File: src/ptw_defines.svh
// ------------------------------
// Sv32 widths and PTE bit positions
// only one translation stage with two levels is covered
// ------------------------------
`ifndef PTW_DEFINES_SVH
`define PTW_DEFINES_SVH

// address and page widths
`define PTW_VLEN 32
`define PTW_PLEN 34
`define PTW_PPNW 22
`define PTW_VPNW 10
`define PTW_OFFW 12
`define PTW_ASIDW 9

// permission and status bits of a PTE
`define PTW_PTE_V 0
`define PTW_PTE_R 1
`define PTW_PTE_W 2
`define PTW_PTE_X 3
`define PTW_PTE_U 4
`define PTW_PTE_G 5
`define PTW_PTE_A 6
`define PTW_PTE_D 7
// ppn sits above the two rsw bits
`define PTW_PTE_PPN_LSB 10

`endif

File: src/ptw_pkg.sv
// ------------------------------
// shared types for the Sv32 page-table walker
// widths come from ptw_defines.svh
// ------------------------------
`include "ptw_defines.svh"

package ptw_pkg;

  // ------------------------------
  // address and page types
  // ------------------------------

  // virtual address as seen by the TLB
  typedef logic [`PTW_VLEN-1:0] vaddr_t;

  // physical address, 34 bits in Sv32
  typedef logic [`PTW_PLEN-1:0] paddr_t;

  // physical page number
  typedef logic [`PTW_PPNW-1:0] ppn_t;

  // both vpn fields together
  typedef logic [2*`PTW_VPNW-1:0] vpn_t;

  // address-space identifier
  typedef logic [`PTW_ASIDW-1:0] asid_t;

  // raw page-table entry as read from memory
  typedef logic [31:0] pte_t;

  // ------------------------------
  // walk sequencing
  // ------------------------------
  typedef enum logic [1:0] {
    IDLE,
    REQ,
    WAIT_PTE,
    DONE
  } walk_state_e;

endpackage

File: src/ptw_mem_port.sv
// ------------------------------
// single outstanding PTE read
// request is held until grant; rvalid and rdata are registered
// ------------------------------
`timescale 1ns/1ps

module ptw_mem_port
  import ptw_pkg::*;
(
  input  logic   clk_i,
  input  logic   rst_ni,
  input  logic   fetch_i,
  input  paddr_t fetch_addr_i,
  input  logic   mem_gnt_i,
  input  logic   mem_rvalid_i,
  input  pte_t   mem_rdata_i,
  output logic   mem_req_o,
  output paddr_t mem_addr_o,
  output logic   pte_valid_o,
  output pte_t   pte_o
);

  // ------------------------------
  // request side
  // ------------------------------
  // req rises the cycle after fetch, drops after the granted cycle
  always_ff @(posedge clk_i or negedge rst_ni) begin
    if (!rst_ni) begin
      mem_req_o <= 1'b0;
    end else if (fetch_i) begin
      mem_req_o <= 1'b1;
    end else if (mem_gnt_i) begin
      mem_req_o <= 1'b0;
    end
  end

  // address stays put while waiting for the grant
  always_ff @(posedge clk_i) begin
    if (fetch_i) begin
      mem_addr_o <= fetch_addr_i;
    end
  end

  // ------------------------------
  // response side
  // ------------------------------
  // input registers, pte_valid lags rvalid by one cycle
  always_ff @(posedge clk_i or negedge rst_ni) begin
    if (!rst_ni) begin
      pte_valid_o <= 1'b0;
    end else begin
      pte_valid_o <= mem_rvalid_i;
    end
  end

  always_ff @(posedge clk_i) begin
    pte_o <= mem_rdata_i;
  end

endmodule

File: src/ptw_miss_capture.sv
// ------------------------------
// miss intake, one walk at a time
// context is latched at accept and held until the next accept
// ------------------------------
`timescale 1ns/1ps

module ptw_miss_capture
  import ptw_pkg::*;
(
  input  logic   clk_i,
  input  logic   rst_ni,
  input  logic   miss_valid_i,
  input  vaddr_t miss_vaddr_i,
  input  asid_t  miss_asid_i,
  input  logic   miss_is_instr_i,
  input  logic   miss_is_store_i,
  input  logic   mxr_i,
  input  ppn_t   satp_ppn_i,
  input  logic   busy_i,
  output logic   miss_ready_o,
  output logic   accept_o,
  output vaddr_t ctx_vaddr_o,
  output asid_t  ctx_asid_o,
  output logic   ctx_is_instr_o,
  output logic   ctx_is_store_o,
  output logic   ctx_mxr_o,
  output ppn_t   ctx_root_ppn_o
);

  // ready only while no walk is running
  assign miss_ready_o = ~busy_i;
  assign accept_o     = miss_valid_i & miss_ready_o;

  // context registers, payload only
  // satp is sampled here too so a csr write mid-walk has no effect
  always_ff @(posedge clk_i) begin
    if (accept_o) begin
      ctx_vaddr_o    <= miss_vaddr_i;
      ctx_asid_o     <= miss_asid_i;
      ctx_is_instr_o <= miss_is_instr_i;
      // a fetch is never a store
      ctx_is_store_o <= miss_is_store_i & ~miss_is_instr_i;
      ctx_mxr_o      <= mxr_i;
      ctx_root_ppn_o <= satp_ppn_i;
    end
  end

endmodule

File: src/ptw_pte_check.sv
// ------------------------------
// Sv32 PTE classifier, purely combinational
// level_i is 1 for the root table and 0 for the leaf table
// ------------------------------
`timescale 1ns/1ps
`include "ptw_defines.svh"

module ptw_pte_check
  import ptw_pkg::*;
(
  input  pte_t pte_i,
  input  logic level_i,
  input  logic is_instr_i,
  input  logic is_store_i,
  input  logic mxr_i,
  output logic is_fault_o,
  output logic is_leaf_o,
  output logic is_pointer_o
);

  logic v, r, w, x, a, d;
  logic invalid;
  logic leaf;
  logic ptr_at_last;
  logic misaligned;
  logic perm_fault;

  // unpack the bits we care about
  assign v = pte_i[`PTW_PTE_V];
  assign r = pte_i[`PTW_PTE_R];
  assign w = pte_i[`PTW_PTE_W];
  assign x = pte_i[`PTW_PTE_X];
  assign a = pte_i[`PTW_PTE_A];
  assign d = pte_i[`PTW_PTE_D];

  // not valid, or the reserved write-only encoding
  assign invalid = ~v | (~r & w);

  // r or x marks a leaf, otherwise a pointer
  assign leaf = r | x;

  // no table below level 0
  assign ptr_at_last = ~leaf & ~level_i;

  // superpage needs ppn[0] clear, i.e. the low ten ppn bits
  assign misaligned = level_i & (pte_i[`PTW_PTE_PPN_LSB +: `PTW_VPNW] != '0);

  // access permissions
  // a is managed by software, so a missing a always faults
  always_comb begin
    if (is_instr_i) begin
      perm_fault = ~x | ~a;
    end else if (is_store_i) begin
      perm_fault = ~w | ~d | ~a;
    end else begin
      // loads may read x-only pages when mxr is set
      perm_fault = ~a | ~(r | (x & mxr_i));
    end
  end

  // ------------------------------
  // final classification
  // ------------------------------
  assign is_fault_o   = invalid | ptr_at_last | (leaf & (misaligned | perm_fault));
  assign is_leaf_o    = ~is_fault_o & leaf;
  assign is_pointer_o = ~is_fault_o & ~leaf;

endmodule

File: src/ptw_tlb_update.sv
// ------------------------------
// end-of-walk formatter
// exactly one of upd_valid_o or fault_o pulses, one cycle after finish
// ------------------------------
`timescale 1ns/1ps
`include "ptw_defines.svh"

module ptw_tlb_update
  import ptw_pkg::*;
(
  input  logic   clk_i,
  input  logic   rst_ni,
  input  logic   finish_i,
  input  logic   finish_fault_i,
  input  pte_t   pte_i,
  input  logic   level_i,
  input  logic   global_i,
  input  vaddr_t ctx_vaddr_i,
  input  asid_t  ctx_asid_i,
  output logic   upd_valid_o,
  output vpn_t   upd_vpn_o,
  output ppn_t   upd_ppn_o,
  output asid_t  upd_asid_o,
  output logic   upd_superpage_o,
  output logic   upd_global_o,
  output logic   upd_u_o,
  output logic   upd_r_o,
  output logic   upd_w_o,
  output logic   upd_x_o,
  output logic   fault_o,
  output vaddr_t fault_vaddr_o
);

  // strobes
  always_ff @(posedge clk_i or negedge rst_ni) begin
    if (!rst_ni) begin
      upd_valid_o <= 1'b0;
      fault_o     <= 1'b0;
    end else begin
      upd_valid_o <= finish_i & ~finish_fault_i;
      fault_o     <= finish_i & finish_fault_i;
    end
  end

  // entry and fault address, loaded on finish
  // a leaf found at level 1 is a 4 MiB superpage
  always_ff @(posedge clk_i) begin
    if (finish_i) begin
      upd_vpn_o       <= ctx_vaddr_i[`PTW_VLEN-1:`PTW_OFFW];
      upd_ppn_o       <= pte_i[`PTW_PTE_PPN_LSB +: `PTW_PPNW];
      upd_asid_o      <= ctx_asid_i;
      upd_superpage_o <= level_i;
      upd_global_o    <= global_i;
      upd_u_o         <= pte_i[`PTW_PTE_U];
      upd_r_o         <= pte_i[`PTW_PTE_R];
      upd_w_o         <= pte_i[`PTW_PTE_W];
      upd_x_o         <= pte_i[`PTW_PTE_X];
      fault_vaddr_o   <= ctx_vaddr_i;
    end
  end

endmodule

File: src/ptw_top.sv
// ------------------------------
// Sv32 page-table walker top level
// no flush, a started walk always completes
// ------------------------------
`timescale 1ns/1ps

module ptw_top
  import ptw_pkg::*;
(
  input  logic   clk_i,
  input  logic   rst_ni,
  // miss side
  input  logic   miss_valid_i,
  input  vaddr_t miss_vaddr_i,
  input  asid_t  miss_asid_i,
  input  logic   miss_is_instr_i,
  input  logic   miss_is_store_i,
  input  logic   mxr_i,
  input  ppn_t   satp_ppn_i,
  output logic   miss_ready_o,
  // memory side
  output logic   mem_req_o,
  output paddr_t mem_addr_o,
  input  logic   mem_gnt_i,
  input  logic   mem_rvalid_i,
  input  pte_t   mem_rdata_i,
  // tlb update side
  output logic   upd_valid_o,
  output vpn_t   upd_vpn_o,
  output ppn_t   upd_ppn_o,
  output asid_t  upd_asid_o,
  output logic   upd_superpage_o,
  output logic   upd_global_o,
  output logic   upd_u_o,
  output logic   upd_r_o,
  output logic   upd_w_o,
  output logic   upd_x_o,
  output logic   fault_o,
  output vaddr_t fault_vaddr_o
);

  // captured context
  logic   accept, busy;
  vaddr_t ctx_vaddr;
  asid_t  ctx_asid;
  logic   ctx_is_instr, ctx_is_store, ctx_mxr;
  ppn_t   ctx_root_ppn;
  // walk control
  logic   fetch, level, finish, finish_fault, global_flag;
  paddr_t fetch_addr;
  // returned entry and its class
  logic   pte_valid;
  pte_t   pte;
  logic   is_fault, is_leaf, is_pointer;

  ptw_miss_capture u_capture (
    .clk_i           (clk_i),
    .rst_ni          (rst_ni),
    .miss_valid_i    (miss_valid_i),
    .miss_vaddr_i    (miss_vaddr_i),
    .miss_asid_i     (miss_asid_i),
    .miss_is_instr_i (miss_is_instr_i),
    .miss_is_store_i (miss_is_store_i),
    .mxr_i           (mxr_i),
    .satp_ppn_i      (satp_ppn_i),
    .busy_i          (busy),
    .miss_ready_o    (miss_ready_o),
    .accept_o        (accept),
    .ctx_vaddr_o     (ctx_vaddr),
    .ctx_asid_o      (ctx_asid),
    .ctx_is_instr_o  (ctx_is_instr),
    .ctx_is_store_o  (ctx_is_store),
    .ctx_mxr_o       (ctx_mxr),
    .ctx_root_ppn_o  (ctx_root_ppn)
  );

  ptw_walk_fsm u_fsm (
    .clk_i          (clk_i),
    .rst_ni         (rst_ni),
    .accept_i       (accept),
    .ctx_vaddr_i    (ctx_vaddr),
    .ctx_root_ppn_i (ctx_root_ppn),
    .pte_valid_i    (pte_valid),
    .pte_i          (pte),
    .is_fault_i     (is_fault),
    .is_leaf_i      (is_leaf),
    .is_pointer_i   (is_pointer),
    .busy_o         (busy),
    .fetch_o        (fetch),
    .fetch_addr_o   (fetch_addr),
    .level_o        (level),
    .finish_o       (finish),
    .finish_fault_o (finish_fault),
    .global_o       (global_flag)
  );

  ptw_mem_port u_mem (
    .clk_i        (clk_i),
    .rst_ni       (rst_ni),
    .fetch_i      (fetch),
    .fetch_addr_i (fetch_addr),
    .mem_gnt_i    (mem_gnt_i),
    .mem_rvalid_i (mem_rvalid_i),
    .mem_rdata_i  (mem_rdata_i),
    .mem_req_o    (mem_req_o),
    .mem_addr_o   (mem_addr_o),
    .pte_valid_o  (pte_valid),
    .pte_o        (pte)
  );

  ptw_pte_check u_check (
    .pte_i        (pte),
    .level_i      (level),
    .is_instr_i   (ctx_is_instr),
    .is_store_i   (ctx_is_store),
    .mxr_i        (ctx_mxr),
    .is_fault_o   (is_fault),
    .is_leaf_o    (is_leaf),
    .is_pointer_o (is_pointer)
  );

  ptw_tlb_update u_update (
    .clk_i           (clk_i),
    .rst_ni          (rst_ni),
    .finish_i        (finish),
    .finish_fault_i  (finish_fault),
    .pte_i           (pte),
    .level_i         (level),
    .global_i        (global_flag),
    .ctx_vaddr_i     (ctx_vaddr),
    .ctx_asid_i      (ctx_asid),
    .upd_valid_o     (upd_valid_o),
    .upd_vpn_o       (upd_vpn_o),
    .upd_ppn_o       (upd_ppn_o),
    .upd_asid_o      (upd_asid_o),
    .upd_superpage_o (upd_superpage_o),
    .upd_global_o    (upd_global_o),
    .upd_u_o         (upd_u_o),
    .upd_r_o         (upd_r_o),
    .upd_w_o         (upd_w_o),
    .upd_x_o         (upd_x_o),
    .fault_o         (fault_o),
    .fault_vaddr_o   (fault_vaddr_o)
  );

endmodule

File: src/ptw_walk_fsm.sv
// ------------------------------
// walk sequencer for the two Sv32 levels
// decides in the pte_valid cycle, then holds busy through the end pulse
// ------------------------------
`timescale 1ns/1ps
`include "ptw_defines.svh"

module ptw_walk_fsm
  import ptw_pkg::*;
(
  input  logic   clk_i,
  input  logic   rst_ni,
  input  logic   accept_i,
  input  vaddr_t ctx_vaddr_i,
  input  ppn_t   ctx_root_ppn_i,
  input  logic   pte_valid_i,
  input  pte_t   pte_i,
  input  logic   is_fault_i,
  input  logic   is_leaf_i,
  input  logic   is_pointer_i,
  output logic   busy_o,
  output logic   fetch_o,
  output paddr_t fetch_addr_o,
  output logic   level_o,
  output logic   finish_o,
  output logic   finish_fault_o,
  output logic   global_o
);

  walk_state_e state_q, state_d;
  logic        level_q;
  logic        global_q;
  logic [`PTW_VPNW-1:0] vpn1;
  logic [`PTW_VPNW-1:0] vpn0;

  // vpn fields of the captured address
  assign vpn1 = ctx_vaddr_i[`PTW_VLEN-1 -: `PTW_VPNW];
  assign vpn0 = ctx_vaddr_i[`PTW_OFFW +: `PTW_VPNW];

  assign busy_o  = (state_q != IDLE);
  assign level_o = level_q;

  // G seen on any entry read so far, including the one arriving now
  assign global_o = global_q | (pte_valid_i & pte_i[`PTW_PTE_G]);

  // pte address, 4-byte entries
  // root table first, then the table the pointer names
  assign fetch_addr_o = (state_q == REQ) ? {ctx_root_ppn_i, vpn1, 2'b00}
                                         : {pte_i[`PTW_PTE_PPN_LSB +: `PTW_PPNW], vpn0, 2'b00};

  // ------------------------------
  // next state
  // ------------------------------
  always_comb begin
    state_d        = state_q;
    fetch_o        = 1'b0;
    finish_o       = 1'b0;
    finish_fault_o = 1'b0;
    case (state_q)
      IDLE: begin
        // context is registered on accept, usable next cycle
        if (accept_i) begin
          state_d = REQ;
        end
      end
      REQ: begin
        fetch_o = 1'b1;
        state_d = WAIT_PTE;
      end
      WAIT_PTE: begin
        if (pte_valid_i) begin
          if (is_pointer_i) begin
            // descend and fetch the level-0 entry right away
            fetch_o = 1'b1;
          end else begin
            finish_o       = 1'b1;
            finish_fault_o = is_fault_i & ~is_leaf_i;
            state_d        = DONE;
          end
        end
      end
      // end pulse goes out here
      DONE: state_d = IDLE;
      default: state_d = IDLE;
    endcase
  end

  always_ff @(posedge clk_i or negedge rst_ni) begin
    if (!rst_ni) begin
      state_q  <= IDLE;
      level_q  <= 1'b1;
      global_q <= 1'b0;
    end else begin
      state_q <= state_d;
      if (accept_i) begin
        level_q  <= 1'b1;
        global_q <= 1'b0;
      end else if (state_q == WAIT_PTE && pte_valid_i) begin
        global_q <= global_o;
        if (is_pointer_i) begin
          level_q <= 1'b0;
        end
      end
    end
  end

endmodule
File: config.mk
export PLATFORM = sky130hd
export DESIGN_NAME = ptw_top
export DESIGN_NICKNAME = d
export VERILOG_FILES = /design/src/ptw_pkg.sv /design/src/ptw_mem_port.sv /design/src/ptw_miss_capture.sv /design/src/ptw_pte_check.sv /design/src/ptw_tlb_update.sv /design/src/ptw_top.sv /design/src/ptw_walk_fsm.sv
export VERILOG_INCLUDE_DIRS = /design/src
export SDC_FILE = /design/constraint.sdc
export NUM_CORES = 1
export LEC_CHECK = 0
export ABC_AREA = 1
export BUFFER_PORTS_ARGS = -buffer_cell sky130_fd_sc_hd__buf_2
export CAP_MARGIN = 20
export CORE_MARGIN = 8
export CORE_UTILIZATION = 49
export DETAILED_ROUTE_END_ITERATION = 10
export HOLD_SLACK_MARGIN = 0.02
export PLACE_DENSITY = 0.78
export SYNTH_ARGS = -nofsm -noshare
export SYNTH_HDL_FRONTEND = slang
export SYNTH_SLANG_ARGS = --single-unit
File: constraint.sdc
create_clock -name clk_i -period 3 [get_ports clk_i]
set_input_delay 0 -clock clk_i [delete_from_list [all_inputs] [get_ports clk_i]]
set_output_delay 0 -clock clk_i [all_outputs]
set_load 0.02 [all_outputs]
=== After elaboration in Yosys (flattened, before gate mapping) ===
Cells that the tools add are included.

* Output and inout port bits: 127
* Register bits: 229
* Bits of input ports: 103
* Word-level logic and storage cells: 101

* Multiplexer cells: 23
* Bitwise operators: 38
* Reduce and logical (&&, ||, !) cells: 9
* Equality and inequality tests: 6

{| class="wikitable"
|+ Operator list
! kind !! number
|-
| 2-to-1 mux 34 bit || 1
|-
| 2-to-1 mux 1 bit || 17
|-
| inverter 1 bit || 14
|-
| AND 1 bit || 13
|-
| bitwise OR 1 bit || 11
|-
| nonzero test 10 bit || 1
|-
| case mux 2 bit (4 select lines) || 1
|-
| nonzero test 2 bit || 4
|-
| 2-to-1 mux 2 bit || 3
|-
| equality test 2 bit (second input constant) || 2
|-
| != test 2 bit (second input constant) || 2
|-
| AND reduction 3 bit || 1
|-
| equality test 2 x 1 -> 1 bit (second input constant) || 1
|-
| logical NOT 2 bit || 1
|-
| != test 2 x 1 -> 1 bit (second input constant) || 1
|-
| case mux 1 bit (2 select lines) || 1
|-
| AND reduction 2 bit || 1
|-
| logical AND 1 bit || 1
|}

=== Logic depth before layout (Yosys ltp) ===
Gate-level depths: netlist of run 1.

* Word-level depth: 18
* Gate-level depth with buffers: 8

=== Hierarchy ===
A second synthesis of run 1 with hierarchy kept.

* Cell total of the unflattened synthesis: 425
* Area, all modules: 7,016.7 um^2

{| class="wikitable"
|+ Modules (own cells, without submodules)
! module !! area an instance (um^2) !! instances !! cells each
|-
| ptw_tlb_update || 2,289.7 || 1 || 95
|-
| ptw_miss_capture || 2,005.7 || 1 || 71
|-
| ptw_mem_port || 1,726.7 || 1 || 72
|-
| ptw_walk_fsm || 813.3 || 1 || 147
|-
| ptw_pte_check || 181.4 || 1 || 40
|}

=== Worst setup path after synthesis of run 1 ===
Ideal clock, no wire load.

* Kind: register to register
* Start: register u_fsm.state_q[0]
* End: register u_update.fault_vaddr_o[0], enable pin
* Path slack: 0.373 ns
* Data required time: 2.577 ns
* Stages on the path, launching flop included: 7
* Period minus slack after synthesis: 2.627 ns
* Data arrival time: 2.204 ns
* Library setup time: 0.423 ns
* Cells stage by stage: dfrtp_1 inv_1 ha_1 nand2_1 inv_1 nand2_1 inv_1

* Word-level cells in the longest chain between the ends: 2

{| class="wikitable"
|+ RTL lines
! what !! line !! RTL
|-
| start: declaration || ptw_walk_fsm.sv:30 || <nowiki>walk_state_e state_q, state_d;</nowiki>
|-
| start signal: assignment || ptw_walk_fsm.sv:94 || <nowiki>state_q <= state_d;</nowiki>
|-
| equality test 2 bit || ptw_walk_fsm.sv:59 || <nowiki>case (state_q)</nowiki>
|-
| 2-to-1 mux 1 bit || ptw_walk_fsm.sv:59 ||
|-
| via finish || ptw_top.sv:49 || <nowiki>logic fetch, level, finish, finish_fault, global_flag;</nowiki>
|-
| end signal: assignment || ptw_tlb_update.sv:58 || <nowiki>fault_vaddr_o <= ctx_vaddr_i;</nowiki>
|-
| end: declaration || ptw_tlb_update.sv:31 || <nowiki>output vaddr_t fault_vaddr_o</nowiki>
|}

The timed path passes the listed nets, and every way through them passes these cells.
A chain may end at the register's enable or synchronous reset.

=== Final worst setup path of run 1 ===
* Start: register u_fsm.state_q[0]
* End: register u_update.fault_vaddr_o[26], enable pin

The elaborated chain is that of the path after synthesis.

==> out/qor.txt, run 1 <==
status: completed
Final setup violation count: 0
vias in the first global route: 4589
Distinct cells, synth: 20
Num CTS Buffers: 20
final hold violations: 0
Die Ht: 133 um
P per Cell Area: 858 nW/um2
largest net degree at the start of global routing: 47
violation count after the first detailed-route iteration: 158
CTS clk-pin slew, worst paths: 60 ps
HPWL after DPL: 10500 um
Setup Skew: 10.7 ps
Sink Count: 205
first-pass GRT wire length: 24400 um
gr usage total: 0.175
Lkg Pwr: 0.00408 uW
most frequent cells in the layout: buf_2, edfxtp_1, nand2_1
Cell Area, Synth: 6710 um2
overall power: 8250 uW
Area Growth Syn to Fin: 43.3%
max-cap violations: 0
1st-pass router iterations: 4
CP startpoint kind: flip-flop
Core Footprint: 13300 um2
fin. max-slew vios: 0
Vias/cell: 4.69
Root Buffer: clkbuf_16
Worst Path Arrival: 2300 ps
fin nets: 834
gpl congestion: 0.826
Worst Setup End Kind: flip-flop
DRC violations left: 0
I/O pins: 230
grt total ovfl: 0
share of cells above drive strength 1: 0.369
peak supply drop: 0.000521 V
placed cells: 780
most common cell after layout, fill and taps aside: buf_2
Slew headroom: 0.587
Required @ worst endpoint: 3140 ps
fin crit share: 0.719
CTS tree: built
Initial Util: 0.505
WS Path Type: reg -> reg
Avg Cell Area, Syn: 16.7 um2
final non-filler cell total: 918
CTS Buffer Depth: 3
Synth Instances: 401
initial antenna violation count: 0
FMAX: 464 MHz
Crit Path Max Fanout: 46
Skew-Pair Late Insertion Delay: 470 ps
Seq/Total Area, Yosys: 0.866
Worst-Margin Slew: 619 ps
CTS H-tree depth: 1
diode count: 0
RSZ-0062 raised after global routing: false
# port buffers: 225
#FFs+latches synth: 205
yosys warns: 0
via count: 4301
Final ANT Viol Nets: 0
routed len/inst: 17.3 um
Die Wd: 133 um
die area: 17700 um2
Routed WL: 15900 um
Final min period: 2160 ps
std cell rows: 42
setup TNS: 0 ps
worst min path class: in -> reg
Worst R2R Setup Slack: 840 ps
-- state kept, by name (all words and copies together) (netlist names), 2 cells and up --
| name | count |
|---|---|
| u_capture.ctx_root_ppn_o | 22 |
| u_capture.ctx_asid_o | 9 |
| u_update.upd_ppn_o | 22 |
| u_mem.mem_addr_o | 32 |
| u_update.upd_asid_o | 9 |
| u_fsm.state_q | 2 |
| u_capture.ctx_vaddr_o | 32 |
| u_mem.pte_o | 30 |
| u_update.fault_vaddr_o | 31 |
-- kinds of logic (layout without fill, tap and decap cells) --
kind of cell,after synthesis,in the layout,share of synthesized area
fa+ha+maj,3,3,0.00559
buf+inv,48,388,0.0404
other cells,1,2,0.000559
flops,205,205,0.866
compound gates,9,9,0.00708
simple gates,135,135,0.0800
-- power breakdown --
part / switching, uW / leakage, uW / internal, uW
combinational: 1290 / 0.00186 / 557
clock: 966 / 0.000326 / 1470
sequential: 167 / 0.00189 / 3810
total: 2420 / 0.00408 / 5830
-- stage by stage --
step	setup slack, ps	area [um2]	utilization	hold slack [ps]
after floorplan	373	6720	-	-296
after global placement	978	7940	0.597	-148
after detailed placement	873	7940	0.597	-145
after CTS	859	9620	0.723	137
after global routing	715	9620	0.723	152
final	843	9620	0.723	153
-- synth_stat cells --
library cell  instances  area share
a21boi_0              1      0.0011
a21oi_1               4      0.0030
buf_2                 7      0.0052
buf_4                22       0.025
conb_1                1     0.00056
dfrtp_1               7       0.026
dfstp_2               1      0.0039
dfxtp_1              30       0.089
edfxtp_1            167        0.75
ha_1                  3      0.0056
inv_1                17      0.0095
inv_2                 2      0.0011
nand2_1             113       0.063
nand2_2               3      0.0028
nand3_1               4      0.0030
nand4_1               3      0.0028
nor2_1                8      0.0045
nor2_2                3      0.0028
o21ai_0               4      0.0030
or2_2                 1     0.00093
-- timing repair --
item / CTS / global route
hold buffers: 102 / 0
buffers inserted: 0 / 0
resized for setup: 0 / 0
endpoints found under the hold margin: 110 / 0
-- final cells by class --
class,count,area [um2]
fill,837,3680
clock buffer,28,592
sequential,205,5820
inverter,19,71.3
tap,176,220
clock inverter,8,68.8
multi-input combinational,149,632
timing repair buffer,333,2220
-- metal layers --
layer / GRT usage / share of wire
met5: 0 / 0
met3: 0.0507 / 0.085
met4: 0.0713 / 0.033
met1: 0.177 / 0.34
met2: 0.327 / 0.54
-- worst paths after layout --
check / from / to / cells after the start
min: mem_rdata_i[17] / u_mem.pte_o[17] / 2
min in group asynchronous: rst_ni / u_fsm.level_o / 3
max reg2reg: u_fsm.state_q[0] / u_update.fault_vaddr_o[26] / 7
min reg2reg: u_capture.ctx_asid_o[2] / u_update.upd_asid_o[2] / 0
max in group asynchronous: rst_ni / u_mem.mem_req_o / 4
max: u_fsm.state_q[0] / u_update.fault_vaddr_o[26] / 7
-- worst max-delay path, stage by stage, from the launching register on --
cell	delay [ps]
dfrtp_1	400
inv_1	100
ha_1	230
nand2_1	70
inv_1	70
nand2_1	100
inv_2	480
buf_12	320
No activity file was read; power rests on OpenSTA's default activity.
==> inputs of run 2 (changes only) <==
==> constraint.sdc (replaced) <==
create_clock -name clk_i -period 2.2 [get_ports clk_i]
set_input_delay 0 -clock clk_i [delete_from_list [all_inputs] [get_ports clk_i]]
set_output_delay 0 -clock clk_i [all_outputs]
set_load 0.02 [all_outputs]
==> run 2 against run 1 <==
  * First-iteration DRC count is 39% higher
  * Final cell count grew 0.44%
  * Count of clock-buffer cells in the layout did not move
  * Setup slack lost 520 ps
  * Sequential share of layout area down 0.32 points
  * Total power grew 38%
  * Via count is 0.51% lower
  * Register-to-register slack lost 520 ps
  * Die area did not move
  * Final area is 0.53% higher
  * Critical path type unchanged
  * Largest power group unchanged
==> out/qor.txt, run 2 (same netlist as run 1, synthesis figures left out) <==
initial antenna violation count: 1
Die Wd: 133 um
CP startpoint kind: flip-flop
routed len/inst: 17.3 um
most common cell after layout, fill and taps aside: buf_2
setup TNS: 0 ps
Crit Path Max Fanout: 28
Initial Util: 0.505
Worst setup startpoint: u_fsm.state_q[0]
Skew-Pair Late Insertion Delay: 470 ps
clock power share: 0.299
sw power: 3330 uW
first-pass GRT wire length: 24500 um
CTS resizes: 0
Final min period: 1880 ps
Lkg Pwr: 0.00408 uW
Vias/cell: 4.64
Cell Int Power: 8050 uW
top flop regs: u_capture.ctx_vaddr_o: 32 flops, u_mem.mem_addr_o: 32 flops, u_update.fault_vaddr_o: 31 flops
Area after DPL: 7970 um2
CTS tree: built
HPWL after DPL: 10300 um
worst r2r src: u_fsm.state_q[0]
Area Growth Syn to Fin: 44.0%
grt total ovfl: 0
1st-pass router iterations: 4
Final ANT Viol Nets: 0
Sink Count: 205
Setup Skew: 9.43 ps
die area: 17700 um2
reg2reg path depth: 7
CTS Buffer Depth: 3
final hold violations: 0
slowest cell on the critical path: dfrtp_1
worst hold path startpoint: mem_rdata_i[17]
vias in the first global route: 4677
Required @ worst endpoint: 2320 ps
Setup WS pre-CTS: 382 ps
peak supply drop: 0.000837 V
Final setup violation count: 0
Storage cell area: 5820 um2
# port buffers: 225
Reg power frac: 0.477
Core Footprint: 13300 um2
hold depth: 2
Worst Setup End Kind: flip-flop
fin. max-slew vios: 0
violation count after the first detailed-route iteration: 219
CTS H-tree depth: 1
final non-filler cell total: 922
gpl congestion: 0.787
worst min path class: in -> reg
share of cells above drive strength 1: 0.372
I/O pins: 230
std cell rows: 42
DRC violations left: 0
largest net degree at the start of global routing: 49
PnR worst setup slack: 321 ps
FMAX: 532 MHz
status: completed
CP peak stage delay: 410 ps
placed cells: 781
combinational power share: 0.223
CP Cell Sequence: inv_1 > ha_1 > nand2_1 > inv_1 > nand2_2 > clkinvlp_4 > buf_4
P per Cell Area: 1180 nW/um2
CP dominant cell by count: inv_1
max-cap violations: 0
WS Path Type: reg -> reg
Die Ht: 133 um
design area: 9670 um2
overall power: 11400 uW
Num CTS Buffers: 21
RSZ-0062 raised after global routing: false
Routed WL: 16000 um
Root Buffer: clkbuf_16
CTS clk-pin slew, worst paths: 60 ps
gr usage total: 0.176
most frequent cells in the layout: buf_2, edfxtp_1, nand2_1
fin crit share: 0.854
sw frac: 0.293
Fillers: 827
fin nets: 836
via count: 4279
area of the multi-input gates: 639 um2
Worst Path Arrival: 2000 ps
run 2: stage by stage:
step / hold slack, ps / utilization
3_5_place_dp: -148 / 0.600
6_report: 151 / 0.727
3_3_place_gp: -151 / 0.600
4_1_cts: 136 / 0.727
5_1_grt: 144 / 0.727
2_1_floorplan: -296 / -
run 2: layout make-up:
cell class / instances / share of cell area
Multi-Input combinational cell: 149 / 0.0661
Clock inverter: 10 / 0.0106
Tap cell: 176 / 0.0228
Sequential cell: 205 / 0.602
Inverter: 19 / 0.00815
Clock buffer: 28 / 0.0591
Timing Repair Buffer: 334 / 0.231
Antenna cell: 1 / 0.000259
run 2: power by group through the flow:
stage | logic (uW) | registers, uW | clock network, uW
global route | 2760 | 5490 | 3630
global placement | 2350 | 5460 | 0
CTS | 2570 | 5430 | 3470
floorplan | 1000 | 6000 | 0
detailed placement | 2420 | 5500 | 0
finish | 2540 | 5430 | 3410
run 2: what timing repair did:
action / 4_1_cts / 5_1_grt
hold buffers: 102 / 0
setup buffers: 0 / 0
endpoints found under the hold margin: 110 / 0
run 2: final timing paths:
check                                                   to  slack (ps)
worst max-delay path            u_update.fault_vaddr_o[14]         320
worst min-delay path                       u_mem.pte_o[17]         150
worst max register to register  u_update.fault_vaddr_o[14]         320
worst min register to register            u_update.upd_u_o         420
max in group asynchronous                 u_update.fault_o         850
min in group asynchronous                    u_fsm.level_o         570
run 2: worst max-delay path, delay by kind of cell (launching register included):
| family | cells | cell delay (ps) |
|---|---|---|
| fa+ha+maj | 1 | 240 |
| buf+inv | 4 | 670 |
| flops | 1 | 410 |
| simple gates | 2 | 190 |
run 2: metal layers:
| layer | up-vias | global-route usage | part of all wire |
|---|---|---|---|
| met5 | - | 0 | 0 |
| met4 | 0 | 0.0555 | 0.021 |
| met3 | 27 | 0.0507 | 0.075 |
| met2 | 175 | 0.345 | 0.56 |
| met1 | 2048 | 0.171 | 0.34 |
| li1 | 2029 | - | - |
==> inputs of run 3 (changes only) <==
--- a/config.mk
+++ b/config.mk
@@ -6,14 +6,14 @@
 export SDC_FILE = /design/constraint.sdc
 export NUM_CORES = 1
 export LEC_CHECK = 0
-export ABC_AREA = 1
+export ABC_AREA = 0
 export BUFFER_PORTS_ARGS = -buffer_cell sky130_fd_sc_hd__buf_2
 export CAP_MARGIN = 20
 export CORE_MARGIN = 8
-export CORE_UTILIZATION = 49
+export CORE_UTILIZATION = 50
 export DETAILED_ROUTE_END_ITERATION = 10
 export HOLD_SLACK_MARGIN = 0.02
-export PLACE_DENSITY = 0.78
+export PLACE_DENSITY = 0.8
 export SYNTH_ARGS = -nofsm -noshare
 export SYNTH_HDL_FRONTEND = slang
 export SYNTH_SLANG_ARGS = --single-unit
==> constraint.sdc (replaced) <==
create_clock -name clk_i -period 2.3 [get_ports clk_i]
set_input_delay 0 -clock clk_i [delete_from_list [all_inputs] [get_ports clk_i]]
set_output_delay 0 -clock clk_i [all_outputs]
set_load 0.02 [all_outputs]
==> run 3 against run 2 <==
  * Combinational power down 7.9%
  * Largest cell class unchanged
  * Largest power group unchanged
  * Total power fell by 6.5%
  * Sequential share of layout area increased by 0.37 points
==> out/qor.txt, run 3 <==
status: completed
worst min path class: in -> reg
1st-pass router iterations: 4
FMAX: 520 MHz
Reg power frac: 0.484
Yosys top cell by area: edfxtp_1
fin crit share: 0.836
reg2reg path depth: 6
Setup Fix Bufs, Post-CTS: 0
fin. max-slew vios: 0
via count: 3907
Distinct cells, synth: 32
std cell rows: 42
Worst R2R Setup Slack: 380 ps
sw power: 2950 uW
most instantiated cells after synthesis: edfxtp_1, mux2_2, dfxtp_1
CTS H-tree depth: 1
Crit Path Max Fanout: 21
top flop regs: u_capture.ctx_vaddr_o: 32 flops, u_mem.mem_addr_o: 32 flops, u_update.fault_vaddr_o: 31 flops
initial antenna violation count: 3
Post-synth EDFFs: 167
Core Footprint: 13100 um2
Die Wd: 131 um
design area: 9610 um2
Root Buffer: clkbuf_16
routed len/inst: 18.9 um
share of cells above drive strength 1: 0.473
CTS Buffer Depth: 3
most numerous cell in the Yosys netlist: edfxtp_1
gpl congestion: 0.769
Vias/cell: 4.71
combinational power share: 0.220
worst r2r src: u_fsm.state_q[0]
Avg Cell Area, Syn: 21.9 um2
Final min period: 1920 ps
Sink Count: 205
CTS clk-pin slew, worst paths: 60 ps
most frequent cells in the layout: buf_2, edfxtp_1, dlygate4sd3_1
WS Path Type: reg -> reg
sw frac: 0.277
worst hold path startpoint: mem_rdata_i[11]
final hold violations: 0
Worst Path Arrival: 2060 ps
Main synth FF type: edfxtp_1
Worst setup startpoint: u_fsm.state_q[0]
Worst Path Buf+Inv: 2
DRC violations left: 0
RSZ-0062 raised after global routing: false
Skew-Pair Late Insertion Delay: 470 ps
Routed WL: 15700 um
WHS Endpoint: u_mem.pte_o[11]
first-pass GRT wire length: 23900 um
Num CTS Buffers: 21
Setup Skew: 9.27 ps
Synth Instances: 304
Area after DPL: 7930 um2
grt total ovfl: 0
violation count after the first detailed-route iteration: 172
largest net degree at the start of global routing: 41
CTS resizes: 0
# port buffers: 225
CTS Hold Bufs: 102
Post-synth ARST share: 0.0390
CP Cell Sequence: inv_1 > ha_1 > nand2_1 > nor3_1 > o21a_2 > buf_4
P per Cell Area: 1110 nW/um2
gr usage total: 0.176
die area: 17300 um2
yosys warns: 0
Area Growth Syn to Fin: 44.2%
Initial Util: 0.507
Cell Area, Synth: 6660 um2
HPWL after DPL: 10100 um
peak supply drop: 0.000768 V
setup TNS: 0 ps
Min Hold Slack: 163 ps
top-area cell type share of the netlist area: 0.753
I/O pins: 230
CP peak stage delay: 410 ps
vias in the first global route: 4357
Final setup violation count: 0
hold depth: 2
Cell Int Power: 7690 uW
Top delay family on crit path: flip-flops
fin nets: 743
CP startpoint kind: flip-flop
largest cells by area after synthesis: edfxtp_1, dfxtp_1, mux2_2, dfrtp_1, buf_4
max-cap violations: 0
overall power: 10600 uW
Seq/Total Area, Yosys: 0.873
slowest cell on the critical path: dfrtp_1
#FFs+latches synth: 205
Die Ht: 131 um
Final ANT Viol Nets: 0
most common cell after layout, fill and taps aside: buf_2
FF-to-FF End: u_mem.mem_addr_o[27]
Worst Setup End Kind: flip-flop
Required @ worst endpoint: 2440 ps
CTS tree: built
Fillers: 785
Lkg Pwr: 0.00386 uW
clock power share: 0.296
-- run 3: worst max path at each step --
stage	slack (ps)	end	cells past startpoint
after global routing	250	u_mem.mem_addr_o[6]	6
after CTS	360	u_mem.mem_addr_o[6]	6
final	380	u_mem.mem_addr_o[27]	6
after detailed placement	380	u_mem.mem_addr_o[28]	6
after floorplan	70	u_update.fault_vaddr_o[0]	4
after global placement	490	u_mem.mem_addr_o[3]	6
-- run 3: layout make-up --
type / instances / area, um2 / area share
clock buffers: 29 / 586 / 0.0609
flip-flops and latches: 205 / 5820 / 0.605
repair buffers: 335 / 2230 / 0.232
well taps: 176 / 220 / 0.0229
diodes: 3 / 7.51 / 0.000781
clock inverters: 8 / 68.8 / 0.00716
multi-input cells: 69 / 657 / 0.0684
inverters: 5 / 22.5 / 0.00234
-- run 3: logic make-up (layout without fill, tap and decap cells) --
kind of cell	Yosys count	after routing	share of synthesized area
flops	205	205	0.873
mux	33	33	0.0563
buf+inv	31	377	0.0306
compound gates	16	16	0.0193
simple gates	15	15	0.0145
fa+ha+maj	3	3	0.00563
other cells	1	5	0.000563
-- run 3: per-layer routing --
metal	routed length (um)	track usage	vias up
met5	0	0	-
met4	487	0.0638	0
met3	1160	0.0564	34
met2	8500	0.328	177
met1	5570	0.180	1887
li1	-	-	1809
-- run 3: through the flow --
step	setup WS [ps]	util	std cells
after floorplan	73.7	-	305
after global placement	485	0.603	688
after detailed placement	377	0.603	688
after CTS	363	0.731	827
after global routing	247	0.732	830
final	378	0.732	830
-- run 3: power groups by stage --
stage | registers, uW | logic, uW | clock network, uW
floorplan | 5680 | 938 | 0
global placement | 5180 | 2160 | 0
detailed placement | 5230 | 2220 | 0
CTS | 5150 | 2360 | 3210
global route | 5210 | 2480 | 3360
finish | 5150 | 2340 | 3150
